===== config.mk =====
export PLATFORM = sky130hd
export DESIGN_NAME = rv_core
export DESIGN_NICKNAME = d
export VERILOG_FILES = /design/src/rv_pkg.sv /design/src/pipe_stage.sv /design/src/fetch_unit.sv /design/src/decode_unit.sv /design/src/gpr_file.sv /design/src/csr_file.sv /design/src/exec_unit.sv /design/src/rv_core.sv
export SDC_FILE = /design/constraint.sdc
export NUM_CORES = 2
export LEC_CHECK = 0
export ABC_AREA = 0
export BUFFER_PORTS_ARGS = -buffer_cell sky130_fd_sc_hd__clkbuf_2
export CORE_ASPECT_RATIO = 2
export CORE_UTILIZATION = 40
export DETAILED_ROUTE_END_ITERATION = 10
export GPL_ROUTABILITY_DRIVEN = 0
export SYNTH_ARGS = -nofsm -noshare
export SYNTH_HDL_FRONTEND = slang
export SYNTH_SLANG_ARGS = --single-unit

===== constraint.sdc =====
create_clock -name clk -period 35.1 [get_ports clk]
set_input_delay 8.775 -clock clk [delete_from_list [all_inputs] [get_ports clk]]
set_output_delay 8.775 -clock clk [all_outputs]
set_load 0.05 [all_outputs]

===== src/rv_pkg.sv =====
`default_nettype none

package rv_pkg;

    localparam int xlen = 32;

    typedef logic [3:0]      reg_idx_t;
    typedef logic [xlen-1:0] word_t;

    localparam word_t reset_vector = 32'h0000_0000;

    // Machine-mode CSR addresses
    localparam logic [11:0] csr_mstatus = 12'h300;
    localparam logic [11:0] csr_mtvec   = 12'h305;
    localparam logic [11:0] csr_mepc    = 12'h341;
    localparam logic [11:0] csr_mcause  = 12'h342;

    localparam word_t cause_ecall_m = 32'd11;

    typedef enum logic [4:0] {
        alu_add,
        alu_sub,
        alu_slt,
        alu_sltu,
        alu_and,
        alu_or,
        alu_xor,
        alu_sll,
        alu_srl,
        alu_sra,
        alu_pass_b,
        alu_beq,
        alu_bne,
        alu_blt,
        alu_bge,
        alu_bltu,
        alu_bgeu
    } alu_op_e;

    typedef struct packed {
        word_t pc;
        word_t inst;
    } fetch_pkt_t;

    typedef struct packed {
        word_t       pc;
        word_t       rs1_val;
        word_t       rs2_val;
        word_t       imm;
        reg_idx_t    rd;
        logic        rd_we;
        alu_op_e     alu_op;
        logic        src1_is_pc;
        logic        src2_is_imm;
        logic        is_jal;
        logic        is_jalr;
        logic        is_branch;
        logic        is_csrrw;
        logic        is_csrrs;
        logic [11:0] csr_addr;
        logic        is_ecall;
        logic        is_mret;
        logic        is_ebreak;
        logic        illegal;
    } exec_pkt_t;

endpackage

`default_nettype wire


===== src/pipe_stage.sv =====
`default_nettype none

module pipe_stage #(
    parameter type payload_t = logic [31:0]
) (
    input  wire      clk,
    input  wire      rst,
    input  wire      flush,
    input  wire      in_valid,
    output logic     in_ready,
    input  wire      payload_t in_data,
    output logic     out_valid,
    input  wire      out_ready,
    output payload_t out_data
);

    logic     full;
    payload_t data_q;

    // The slot can take a new entry when empty or when its entry leaves now
    assign in_ready  = !full || out_ready;
    assign out_valid = full;
    assign out_data  = data_q;

    always_ff @(posedge clk or posedge rst) begin
        if (rst) begin
            full <= 1'b0;
        end else if (flush) begin
            full <= 1'b0;
        end else if (in_ready) begin
            full <= in_valid;
        end
    end

    always_ff @(posedge clk) begin
        if (in_valid && in_ready) begin
            data_q <= in_data;
        end
    end

endmodule

`default_nettype wire


===== src/fetch_unit.sv =====
`default_nettype none

module fetch_unit
    import rv_pkg::*;
(
    input  wire        clk,
    input  wire        rst,
    output word_t      imem_addr,
    input  wire word_t imem_data,
    input  wire        imem_valid,
    output logic       out_valid,
    input  wire        out_ready,
    output fetch_pkt_t out_pkt,
    input  wire        redirect,
    input  wire word_t redirect_pc,
    input  wire        halt
);

    word_t pc_q;

    assign imem_addr = pc_q;

    // A word on the wrong path is dropped while execute redirects
    assign out_valid   = imem_valid && !redirect && !halt;
    assign out_pkt.pc   = pc_q;
    assign out_pkt.inst = imem_data;

    always_ff @(posedge clk or posedge rst) begin
        if (rst) begin
            pc_q <= reset_vector;
        end else if (redirect) begin
            pc_q <= redirect_pc;
        end else if (out_valid && out_ready) begin
            pc_q <= pc_q + 32'd4;
        end
    end

endmodule

`default_nettype wire


===== src/decode_unit.sv =====
`default_nettype none

module decode_unit
    import rv_pkg::*;
(
    input  wire           in_valid,
    output logic          in_ready,
    input  wire fetch_pkt_t in_pkt,
    output logic          out_valid,
    input  wire           out_ready,
    output exec_pkt_t     out_pkt,
    output reg_idx_t      rs1_idx,
    output reg_idx_t      rs2_idx,
    input  wire word_t    rs1_data,
    input  wire word_t    rs2_data,
    input  wire           ex_valid,
    input  wire reg_idx_t ex_rd,
    input  wire           ex_rd_we
);

    word_t      inst;
    logic [6:0] opcode;
    logic [2:0] f3;
    logic [6:0] f7;
    word_t      imm_i;
    word_t      imm_b;
    word_t      imm_u;
    word_t      imm_j;
    logic       known;
    logic       uses_rd;
    logic       uses_rs1;
    logic       uses_rs2;
    logic       stall;

    // Register and immediate ALU ops share the funct3 mapping
    function automatic alu_op_e alu_from_f3(input logic [2:0] fn, input logic alt);
        alu_op_e op;
        case (fn)
            3'd0:    op = alt ? alu_sub : alu_add;
            3'd1:    op = alu_sll;
            3'd2:    op = alu_slt;
            3'd3:    op = alu_sltu;
            3'd4:    op = alu_xor;
            3'd5:    op = alt ? alu_sra : alu_srl;
            3'd6:    op = alu_or;
            default: op = alu_and;
        endcase
        return op;
    endfunction

    assign inst   = in_pkt.inst;
    assign opcode = inst[6:0];
    assign f3     = inst[14:12];
    assign f7     = inst[31:25];

    assign imm_i = {{20{inst[31]}}, inst[31:20]};
    assign imm_b = {{20{inst[31]}}, inst[7], inst[30:25], inst[11:8], 1'b0};
    assign imm_u = {inst[31:12], 12'b0};
    assign imm_j = {{12{inst[31]}}, inst[19:12], inst[20], inst[30:21], 1'b0};

    // RV32E only has x0..x15, so bit 4 of a used index is dropped here
    assign rs1_idx = inst[18:15];
    assign rs2_idx = inst[23:20];

    always_comb begin
        known    = 1'b0;
        uses_rd  = 1'b0;
        uses_rs1 = 1'b0;
        uses_rs2 = 1'b0;
        out_pkt         = '0;
        out_pkt.pc      = in_pkt.pc;
        out_pkt.rs1_val = rs1_data;
        out_pkt.rs2_val = rs2_data;
        out_pkt.rd      = inst[10:7];
        out_pkt.alu_op  = alu_add;
        case (opcode)
            7'h33: begin
                known    = (f7 == 7'h00) || (f7 == 7'h20 && (f3 == 3'd0 || f3 == 3'd5));
                uses_rd  = 1'b1;
                uses_rs1 = 1'b1;
                uses_rs2 = 1'b1;
                out_pkt.alu_op = alu_from_f3(f3, f7[5]);
            end
            7'h13: begin
                if (f3 == 3'd1) begin
                    known = (f7 == 7'h00);
                end else if (f3 == 3'd5) begin
                    known = (f7 == 7'h00) || (f7 == 7'h20);
                end else begin
                    known = 1'b1;
                end
                uses_rd  = 1'b1;
                uses_rs1 = 1'b1;
                out_pkt.alu_op      = alu_from_f3(f3, (f3 == 3'd5) && f7[5]);
                out_pkt.imm         = imm_i;
                out_pkt.src2_is_imm = 1'b1;
            end
            7'h37, 7'h17: begin
                known   = 1'b1;
                uses_rd = 1'b1;
                out_pkt.alu_op      = opcode[5] ? alu_pass_b : alu_add;
                out_pkt.src1_is_pc  = !opcode[5];
                out_pkt.src2_is_imm = 1'b1;
                out_pkt.imm         = imm_u;
            end
            7'h6f: begin
                known   = 1'b1;
                uses_rd = 1'b1;
                out_pkt.is_jal      = 1'b1;
                out_pkt.src1_is_pc  = 1'b1;
                out_pkt.src2_is_imm = 1'b1;
                out_pkt.imm         = imm_j;
            end
            7'h67: begin
                known    = (f3 == 3'd0);
                uses_rd  = 1'b1;
                uses_rs1 = 1'b1;
                out_pkt.is_jalr     = 1'b1;
                out_pkt.src2_is_imm = 1'b1;
                out_pkt.imm         = imm_i;
            end
            7'h63: begin
                known    = (f3 != 3'd2) && (f3 != 3'd3);
                uses_rs1 = 1'b1;
                uses_rs2 = 1'b1;
                out_pkt.is_branch = 1'b1;
                out_pkt.imm       = imm_b;
                case (f3)
                    3'd0:    out_pkt.alu_op = alu_beq;
                    3'd1:    out_pkt.alu_op = alu_bne;
                    3'd4:    out_pkt.alu_op = alu_blt;
                    3'd5:    out_pkt.alu_op = alu_bge;
                    3'd6:    out_pkt.alu_op = alu_bltu;
                    default: out_pkt.alu_op = alu_bgeu;
                endcase
            end
            7'h73: begin
                out_pkt.csr_addr = inst[31:20];
                if (f3 == 3'd1 || f3 == 3'd2) begin
                    known    = 1'b1;
                    uses_rd  = 1'b1;
                    uses_rs1 = 1'b1;
                    out_pkt.is_csrrw = (f3 == 3'd1);
                    out_pkt.is_csrrs = (f3 == 3'd2);
                end else if (f3 == 3'd0 && inst[19:7] == 13'd0) begin
                    out_pkt.is_ecall  = (inst[31:20] == 12'h000);
                    out_pkt.is_ebreak = (inst[31:20] == 12'h001);
                    out_pkt.is_mret   = (inst[31:20] == 12'h302);
                    known = out_pkt.is_ecall || out_pkt.is_ebreak || out_pkt.is_mret;
                end
            end
            default: ;
        endcase
        out_pkt.rd_we   = uses_rd;
        out_pkt.illegal = !known || (uses_rd && inst[11]) || (uses_rs1 && inst[19]) ||
                          (uses_rs2 && inst[24]);
    end

    // Hold the instruction until an older write to one of its sources has retired
    assign stall = ex_valid && ex_rd_we && (ex_rd != 4'd0) &&
                   ((uses_rs1 && rs1_idx == ex_rd) || (uses_rs2 && rs2_idx == ex_rd));

    assign out_valid = in_valid && !stall;
    assign in_ready  = out_ready && !stall;

endmodule

`default_nettype wire


===== src/gpr_file.sv =====
`default_nettype none

module gpr_file
    import rv_pkg::*;
(
    input  wire           clk,
    input  wire           rst,
    input  wire reg_idx_t rs1_idx,
    input  wire reg_idx_t rs2_idx,
    output word_t         rs1_data,
    output word_t         rs2_data,
    input  wire           we,
    input  wire reg_idx_t rd,
    input  wire word_t    wdata
);

    word_t regs [16];

    // x0 is cleared by reset and never written
    assign rs1_data = regs[rs1_idx];
    assign rs2_data = regs[rs2_idx];

    always_ff @(posedge clk or posedge rst) begin
        if (rst) begin
            for (int i = 0; i < 16; i++) begin
                regs[i] <= '0;
            end
        end else if (we && rd != 4'd0) begin
            regs[rd] <= wdata;
        end
    end

endmodule

`default_nettype wire


===== src/csr_file.sv =====
`default_nettype none

module csr_file
    import rv_pkg::*;
(
    input  wire        clk,
    input  wire        rst,
    input  wire [11:0] addr,
    output word_t      rdata,
    input  wire        we,
    input  wire word_t wdata,
    input  wire        trap,
    input  wire word_t trap_pc,
    output word_t      mtvec,
    output word_t      mepc
);

    word_t mstatus_q;
    word_t mtvec_q;
    word_t mepc_q;
    word_t mcause_q;

    assign mtvec = mtvec_q;
    assign mepc  = mepc_q;

    always_comb begin
        case (addr)
            csr_mstatus: rdata = mstatus_q;
            csr_mtvec:   rdata = mtvec_q;
            csr_mepc:    rdata = mepc_q;
            csr_mcause:  rdata = mcause_q;
            default:     rdata = '0;
        endcase
    end

    always_ff @(posedge clk or posedge rst) begin
        if (rst) begin
            mstatus_q <= '0;
            mtvec_q   <= '0;
            mepc_q    <= '0;
            mcause_q  <= '0;
        end else if (trap) begin
            mepc_q   <= trap_pc;
            mcause_q <= cause_ecall_m;
        end else if (we) begin
            case (addr)
                csr_mstatus: mstatus_q <= wdata;
                csr_mtvec:   mtvec_q   <= wdata;
                csr_mepc:    mepc_q    <= wdata;
                csr_mcause:  mcause_q  <= wdata;
                default: ;
            endcase
        end
    end

endmodule

`default_nettype wire


===== src/exec_unit.sv =====
`default_nettype none

module exec_unit
    import rv_pkg::*;
(
    input  wire            clk,
    input  wire            rst,
    input  wire            in_valid,
    output logic           in_ready,
    input  wire exec_pkt_t in_pkt,
    output logic           gpr_we,
    output reg_idx_t       gpr_rd,
    output word_t          gpr_wdata,
    output logic [11:0]    csr_addr,
    input  wire word_t     csr_rdata,
    output logic           csr_we,
    output word_t          csr_wdata,
    output logic           csr_trap,
    input  wire word_t     csr_mtvec,
    input  wire word_t     csr_mepc,
    output logic           redirect,
    output word_t          redirect_pc,
    output logic           retire_valid,
    output word_t          retire_pc,
    output logic           illegal,
    output logic           halt
);

    logic  halt_q;
    logic  fire;
    logic  live;
    logic  take;
    logic  is_csr;
    word_t op_a;
    word_t op_b;
    word_t alu_res;

    assign op_a = in_pkt.src1_is_pc ? in_pkt.pc : in_pkt.rs1_val;
    assign op_b = in_pkt.src2_is_imm ? in_pkt.imm : in_pkt.rs2_val;

    always_comb begin
        alu_res = '0;
        take    = 1'b0;
        case (in_pkt.alu_op)
            alu_add:    alu_res = op_a + op_b;
            alu_sub:    alu_res = op_a - op_b;
            alu_slt:    alu_res = word_t'($signed(op_a) < $signed(op_b));
            alu_sltu:   alu_res = word_t'(op_a < op_b);
            alu_and:    alu_res = op_a & op_b;
            alu_or:     alu_res = op_a | op_b;
            alu_xor:    alu_res = op_a ^ op_b;
            alu_sll:    alu_res = op_a << op_b[4:0];
            alu_srl:    alu_res = op_a >> op_b[4:0];
            alu_sra:    alu_res = $signed(op_a) >>> op_b[4:0];
            alu_pass_b: alu_res = op_b;
            alu_beq:    take = (op_a == op_b);
            alu_bne:    take = (op_a != op_b);
            alu_blt:    take = ($signed(op_a) < $signed(op_b));
            alu_bge:    take = ($signed(op_a) >= $signed(op_b));
            alu_bltu:   take = (op_a < op_b);
            alu_bgeu:   take = (op_a >= op_b);
            default: ;
        endcase
    end

    // An illegal instruction retires but has no other effect
    assign fire   = in_valid && !halt_q;
    assign live   = fire && !in_pkt.illegal;
    assign is_csr = in_pkt.is_csrrw || in_pkt.is_csrrs;

    assign in_ready     = !halt_q;
    assign retire_valid = fire;
    assign retire_pc    = in_pkt.pc;
    assign illegal      = fire && in_pkt.illegal;
    assign halt         = halt_q;

    assign gpr_we = live && in_pkt.rd_we;
    assign gpr_rd = in_pkt.rd;
    assign gpr_wdata = (in_pkt.is_jal || in_pkt.is_jalr) ? in_pkt.pc + 32'd4 :
                       is_csr ? csr_rdata : alu_res;

    assign csr_addr  = in_pkt.csr_addr;
    assign csr_we    = live && (in_pkt.is_csrrw || (in_pkt.is_csrrs && in_pkt.rs1_val != '0));
    assign csr_wdata = in_pkt.is_csrrw ? in_pkt.rs1_val : csr_rdata | in_pkt.rs1_val;
    assign csr_trap  = live && in_pkt.is_ecall;

    assign redirect = live && (in_pkt.is_jal || in_pkt.is_jalr || in_pkt.is_ecall ||
                               in_pkt.is_mret || (in_pkt.is_branch && take));

    always_comb begin
        if (in_pkt.is_ecall) begin
            redirect_pc = csr_mtvec;
        end else if (in_pkt.is_mret) begin
            redirect_pc = csr_mepc;
        end else if (in_pkt.is_jalr) begin
            redirect_pc = (in_pkt.rs1_val + in_pkt.imm) & ~word_t'(1);
        end else begin
            redirect_pc = in_pkt.pc + in_pkt.imm;
        end
    end

    always_ff @(posedge clk or posedge rst) begin
        if (rst) begin
            halt_q <= 1'b0;
        end else if (live && in_pkt.is_ebreak) begin
            halt_q <= 1'b1;
        end
    end

endmodule

`default_nettype wire


===== src/rv_core.sv =====
`default_nettype none

module rv_core
    import rv_pkg::*;
(
    input  wire        clk,
    input  wire        rst,
    output word_t      imem_addr,
    input  wire word_t imem_data,
    input  wire        imem_valid,
    output logic       retire_valid,
    output word_t      retire_pc,
    output reg_idx_t   retire_rd,
    output logic       retire_we,
    output word_t      retire_data,
    output logic       illegal,
    output logic       halt
);

    logic        f_valid;
    logic        f_ready;
    fetch_pkt_t  f_pkt;
    logic        d_in_valid;
    logic        d_in_ready;
    fetch_pkt_t  d_in_pkt;
    logic        d_out_valid;
    logic        d_out_ready;
    exec_pkt_t   d_out_pkt;
    logic        e_valid;
    logic        e_ready;
    exec_pkt_t   e_pkt;
    reg_idx_t    rs1_idx;
    reg_idx_t    rs2_idx;
    word_t       rs1_data;
    word_t       rs2_data;
    logic [11:0] csr_addr;
    word_t       csr_rdata;
    logic        csr_we;
    word_t       csr_wdata;
    logic        csr_trap;
    word_t       csr_mtvec;
    word_t       csr_mepc;
    logic        redirect;
    word_t       redirect_pc;

    fetch_unit u_fetch (
        .clk(clk), .rst(rst),
        .imem_addr(imem_addr), .imem_data(imem_data), .imem_valid(imem_valid),
        .out_valid(f_valid), .out_ready(f_ready), .out_pkt(f_pkt),
        .redirect(redirect), .redirect_pc(redirect_pc), .halt(halt)
    );

    pipe_stage #(.payload_t(fetch_pkt_t)) u_fd (
        .clk(clk), .rst(rst), .flush(redirect),
        .in_valid(f_valid), .in_ready(f_ready), .in_data(f_pkt),
        .out_valid(d_in_valid), .out_ready(d_in_ready), .out_data(d_in_pkt)
    );

    decode_unit u_decode (
        .in_valid(d_in_valid), .in_ready(d_in_ready), .in_pkt(d_in_pkt),
        .out_valid(d_out_valid), .out_ready(d_out_ready), .out_pkt(d_out_pkt),
        .rs1_idx(rs1_idx), .rs2_idx(rs2_idx), .rs1_data(rs1_data), .rs2_data(rs2_data),
        .ex_valid(e_valid), .ex_rd(e_pkt.rd), .ex_rd_we(e_pkt.rd_we)
    );

    pipe_stage #(.payload_t(exec_pkt_t)) u_de (
        .clk(clk), .rst(rst), .flush(redirect),
        .in_valid(d_out_valid), .in_ready(d_out_ready), .in_data(d_out_pkt),
        .out_valid(e_valid), .out_ready(e_ready), .out_data(e_pkt)
    );

    gpr_file u_gpr (
        .clk(clk), .rst(rst),
        .rs1_idx(rs1_idx), .rs2_idx(rs2_idx), .rs1_data(rs1_data), .rs2_data(rs2_data),
        .we(retire_we), .rd(retire_rd), .wdata(retire_data)
    );

    // The trapping pc is the pc of the ecall that retires
    csr_file u_csr (
        .clk(clk), .rst(rst),
        .addr(csr_addr), .rdata(csr_rdata), .we(csr_we), .wdata(csr_wdata),
        .trap(csr_trap), .trap_pc(retire_pc), .mtvec(csr_mtvec), .mepc(csr_mepc)
    );

    exec_unit u_exec (
        .clk(clk), .rst(rst),
        .in_valid(e_valid), .in_ready(e_ready), .in_pkt(e_pkt),
        .gpr_we(retire_we), .gpr_rd(retire_rd), .gpr_wdata(retire_data),
        .csr_addr(csr_addr), .csr_rdata(csr_rdata), .csr_we(csr_we),
        .csr_wdata(csr_wdata), .csr_trap(csr_trap),
        .csr_mtvec(csr_mtvec), .csr_mepc(csr_mepc),
        .redirect(redirect), .redirect_pc(redirect_pc),
        .retire_valid(retire_valid), .retire_pc(retire_pc),
        .illegal(illegal), .halt(halt)
    );

endmodule

`default_nettype wire


-- Yosys cells after proc, flatten, opt, wreduce, memory -nomap -nowiden
Cells that the tools add are included.
- output and inout bits: 104
- word-level logic and storage cells: 253
- bits of input ports: 35
- bits in registers: 900
- multiplexer cells: 56
- shift-type cells: 3
- order comparisons: 8
- add/sub/neg operators: 6
- reductions and logical operators: 82
- bitwise gates (word level): 10
- eq/ne operators: 43
- operator list (kind ; number):
    32-bit 2-to-1 mux ; 21
    512-bit bitwise mux ; 1
    32-bit case mux with 11 select lines ; 1
    32-bit binary-select mux with 4-bit select ; 2
    32-bit case mux with 4 select lines ; 2
    32-bit demux with 4-bit select ; 1
    32-bit adder ; 3
    5-bit case mux with 7 select lines ; 2
    32-bit by 3-bit adder with 32-bit output, second input constant ; 2
    32-bit greater-or-equal comparator ; 2
    32-bit less-than comparator ; 2
    32-bit OR ; 2
    12-bit by 10-bit equality test with 1-bit output, second input constant ; 5
    5-bit by 4-bit equality test with 1-bit output, second input constant ; 8
    32-bit AND ; 1
    32-bit equality test ; 1
    32-bit != test ; 1
    32-bit nonzero test ; 1
    32-bit by 5-bit left shift with 32-bit output ; 1
    32-bit by 5-bit >> shifter with 32-bit output ; 1
    32-bit by 5-bit >>> shifter with 32-bit output ; 1
    32-bit subtractor ; 1
    32-bit bitwise XOR ; 1
    1-bit logical AND ; 30
    39 further kinds ; 115

-- Depth between registers and ports, before layout
- word-level depth: 13
- mapped depth: 21
- gate-level depth less buffers: 15

-- By module
A second synthesis with hierarchy kept.
- cell total of the unflattened synthesis: 5414
- area, all modules: 59803.6 sq um
- by module, submodules not included (module ; instances ; cells each ; area each (sq um) ; sequential area each (sq um)):
    gpr_file ; 1 ; 1672 ; 26247.7 ; 12812.3
    exec_unit ; 1 ; 2411 ; 15962.8 ; 25.0
    csr_file ; 1 ; 518 ; 6232.2 ; 3203.1
    pipe_stage at u_de ; 1 ; 167 ; 4898.4 ; 4859.7
    fetch_unit ; 1 ; 274 ; 2346.0 ; 800.8
    decode_unit ; 1 ; 302 ; 2130.8 ; 0.0
    pipe_stage at u_fd ; 1 ; 70 ; 1985.7 ; 1946.9

-- Worst setup path after synthesis
OpenSTA, ideal clock, no wires.
- path type: register -> output
- start: register u_de.data_q (netlist bit u_de.out_data[21])
- end: output retire_data[29]
- required time: 26.325 ns
- stages on the path, launching flop included: 20
- buffers on the path: 7
- setup slack: 21.728 ns
- data arrival time: 4.597 ns
- cell sequence: edfxtp_1 -> buf_4 -> buf_2 -> mux2i_1 -> clkbuf_1 -> clkbuf_1 -> clkbuf_1 -> ha_1 -> buf_2 -> and3_1 -> a22o_1 -> o311ai_2 -> a211oi_1 -> o21ai_0 -> o211ai_1 -> xnor2_1 -> a211o_1 -> o221ai_1 -> buf_2 -> inv_1
- word-level cells in the longest chain between the ends: 5
- elaborated cells between the ends (all ways): 12
- those cells by class: add/sub (2); shift (3); mux (4); bitwise (3)
- ends and longest elaborated chain (item ; line ; source):
    start: declaration ; pipe_stage.sv:18 ; payload_t data_q;
    start signal: assignment ; pipe_stage.sv:37 ; data_q <= in_data;
    32-bit 2-to-1 mux (*) ; exec_unit.sv:39 ; assign op_b = in_pkt.src2_is_imm ? in_pkt.imm : in_pkt.rs2_val;
    32-bit subtractor (tied with other cells) ; exec_unit.sv:46 ; alu_sub: alu_res = op_a - op_b;
    32-bit case mux with 11 select lines (*) ; exec_unit.sv:44 ; case (in_pkt.alu_op)
    32-bit 2-to-1 mux (*) ; exec_unit.sv:80 ; is_csr ? csr_rdata : alu_res;
    32-bit 2-to-1 mux (*) ; exec_unit.sv:79 ; assign gpr_wdata = (in_pkt.is_jal || in_pkt.is_jalr) ? in_pkt.pc + 32'd4 :
    end: declaration ; rv_core.sv:15 ; output word_t retire_data,
Mark *: on every way between the ends. The rest lies on a longest branch, timed or not.

-- Final worst setup path
- start: register u_de.data_q (netlist bit u_de.out_data[21])
- end: output retire_data[19]
Same word-level chain as after synthesis.

==> out/results.tsv <==
stage	metric	value	unit
placed_design	io_buffers	138	
job	drv_cap	0	
timing	hold_violations	0	
final_layout	fillCellCount	13500	
critical_path	critPathRequiredTime	26.32	ns
hold_path	hold_class	reg2reg	
timing	finalCriticalPeriod	16.13	ns
critical_path	crit_path_start	u_de.out_data[21]	
power_and_ir_drop	power_density	48.5	nW/µm²
drt	routed_via_density	6.51	
clocking	cts_setup_buffers	0	
timing	tightest_slew	1.54	ns
synthesis	ys_ff_latch	900	
global_route	grt_pass1_wl	352000	µm
synthesis	syn_area	56700	µm²
timing	max_freq	62.0	MHz
critical_path	slowest_stage	a21oi_1	
drt	ant_nets	0	
floorplanning	io-pin-count	139	
critical_path	cp.arrival	7.35	ns
global_route	grt_util_all_layers	34.8	%
final_layout	final_core_util	44.1	%
synthesis	yosysUniqueCellTypes	100	
final_layout	layout_common_cells	nand2_1, dfrtp_1, o21ai_0	
floorplanning	die_w	268	µm
critical_path	crit_chain	buf_4 -> mux2i_4 -> buf_4 -> inv_2 -> buf_4 -> mux2i_1 -> mux2i_1 -> a221oi_1 -> buf_2 -> a211oi_1 -> a21oi_1 -> o221ai_1 -> o221ai_1 -> buf_4 -> inv_1 -> clkbuf_2	
global_route	gr-total-overflow	0	
critical_path	cpMostUsedCell	buf_4	
critical_path	crit_fanout	48	
clocking	cts_sinks	900	
synthesis	synth_area_per_cell	10.2	µm²
global_route	grt_pass1_vias	47800	
power_and_ir_drop	p_leak	0.0260	µW
power_and_ir_drop	finalPower	3020	µW
critical_path	cp-end-kind	output pin	
final_layout	final_layout_size_suffix_gt1_share	17.6	%
final_layout	layout.nets	5700	
global_route	grt_max_degree	158	
clocking	ctsHoldBuffers	0	
clocking	clockRootBuffer	clkbuf_16	
synthesis	ys_seq_area_share	41.7	%
synthesis	synth-warning-count	0	
timing	slew_headroom	-2.68	%
critical_path	critPathKind	reg2out	
clocking	cts_tree	built	
timing	rsz0062_at_grt	false	
critical_path	reg2reg_from	u_de.out_data[21]	
clocking	insertion_delay	0.69	ns
timing	skew	0.0427	ns
final_layout	syn2layout_area_growth	9.70	%
hold_path	min-delay-start	u_gpr.regs[505]	
timing	finalSetupViolCount	0	
synthesis	synth-edff-count	225	
critical_path	reg2reg_slack	27.39	ns
synthesis	synth_top_area_cell	dfrtp_1	
drt	drtPass1Iterations	10	
floorplanning	die-area	143000	µm²
floorplanning	row_count	195	
run_status	status	complete, but fails checks	
drt	routed_wirelength	246000	µm
synthesis	synth_ff_type	dfrtp_1	
synthesis	synthArstFlopShare	75.0	%
timing	drv_slew	1	
timing	whs	0.397	ns
synthesis	synth_top_area_share	29.8	%
timing	finalCritPeriodShare	46.0	%
critical_path	critPathLaunchType	flip-flop	
power_and_ir_drop	ir_drop	0.0327	mV
placed_design	dp_hpwl	171000	µm
floorplanning	start_util	40.2	%
drt	drc	0	
synthesis	syn_inst	5586	
global_route	antenna_found_initial	24	
clocking	clockBufferDepth	3	
drt	wl_per_cell	33.0	µm
clocking	htreeDepth	3	
floorplanning	core_area	141000	µm²
drt	drt_iter0_markers	5722	
final_layout	fin_cells	7459	
final_layout	layout_commonest_cell	nand2_1	
clocking	cts_resized	0	
placed_design	place_inst	7279	
run_status	violations	slew limit	
drt	vias	48600	
clocking	path_clk_slew	0.07	ns
critical_path	critPathMaxStageDelay	1.12	ns
synthesis	syn_nets	5785	
timing	tns	0	ns
clocking	cts_made_buffers	81	
floorplanning	die_y	535	µm
synthesis	netlist_top_cells_area	dfrtp_1, mux4_2, edfxtp_1	
critical path, delay by kind of cell (launching register included):
family,cells,cell delay (ns)
multiplexers,3,1.02
AO/OA/AOI/OAI,5,2.65
buffers and inverters,8,2.53
flip-flops,1,0.33
final timing paths:
| check | end | cells after the start |
|---|---|---|
| max | retire_data[19] | 16 |
| min | u_gpr.regs[505] | 0 |
| max reg2reg | u_fd.out_data[18] | 20 |
| min reg2reg | u_gpr.regs[505] | 0 |
| max in group asynchronous | u_gpr.regs[162] | 6 |
| min in group asynchronous | u_gpr.regs[247] | 2 |
area by class of cell:
cell class / count / area (µm²) / area share (%)
Antenna cell: 22 / 55.1 / 0.0885
Inverter: 157 / 597 / 0.959
Sequential cell: 900 / 23600 / 38.0
Timing Repair Buffer: 314 / 2070 / 3.33
Tap cell: 1871 / 2340 / 3.76
Multi-Input combinational cell: 4047 / 30600 / 49.2
Clock inverter: 43 / 603 / 0.969
Clock buffer: 105 / 2290 / 3.68
cells in the mapped netlist, drive strengths merged (100+ instances only):
| library cell | number |
|---|---|
| o21ai | 581 |
| dfrtp | 675 |
| a211oi | 100 |
| mux2i | 257 |
| nand2 | 759 |
| edfxtp | 225 |
| nor2 | 393 |
| mux2 | 133 |
| clkbuf | 325 |
| buf | 157 |
| ha | 160 |
| mux4 | 301 |
| inv | 155 |
| a21oi | 313 |
flip-flops by register name, indices dropped and copies added, names as in the netlist:
name               flops
u_csr.mstatus_q       32
u_csr.mepc            32
u_csr.mcause_q        32
u_fetch.imem_addr     32
u_gpr.regs           512
u_fd.out_valid         1
u_de.out_data        161
u_exec.halt            1
u_csr.mtvec           32
u_fd.out_data         64
u_de.out_valid         1
logic make-up after synthesis:
logic type               count (synthesis)  share of synthesized area (%)
buffers and inverters                  639                           4.79
adder cells (fa/ha/maj)                164                           3.67
flip-flops                             900                           41.7
XOR/XNOR                               147                           2.27
multiplexers                           691                           19.4
AND/OR/NAND/NOR                       1542                           11.7
AO/OA/AOI/OAI                         1503                           16.5
through the flow:
stage | setup WS [ns] | cell area, µm²
global route | 18.77 | 62200
floorplan | 7.40 | 56700
finish | 18.97 | 62200
CTS | 19.34 | 62000
detailed placement | 20.08 | 59100
global placement | 20.04 | 59100
layer usage:
layer	global-route usage (%)	vias up	share of wire, %
met2	55.8	3159	47
met4	31.3	22	11
li1	-	20400	-
met3	11.0	1258	9.4
met5	0	-	0.073
met1	36.2	23700	32
power by group:
group          internal (µW)  switching, µW  leakage [µW]
sequential              1120           74.5        0.0116
combinational            237            593        0.0131
clock                    561            433       0.00141
(Power assumes the default switching activity.)
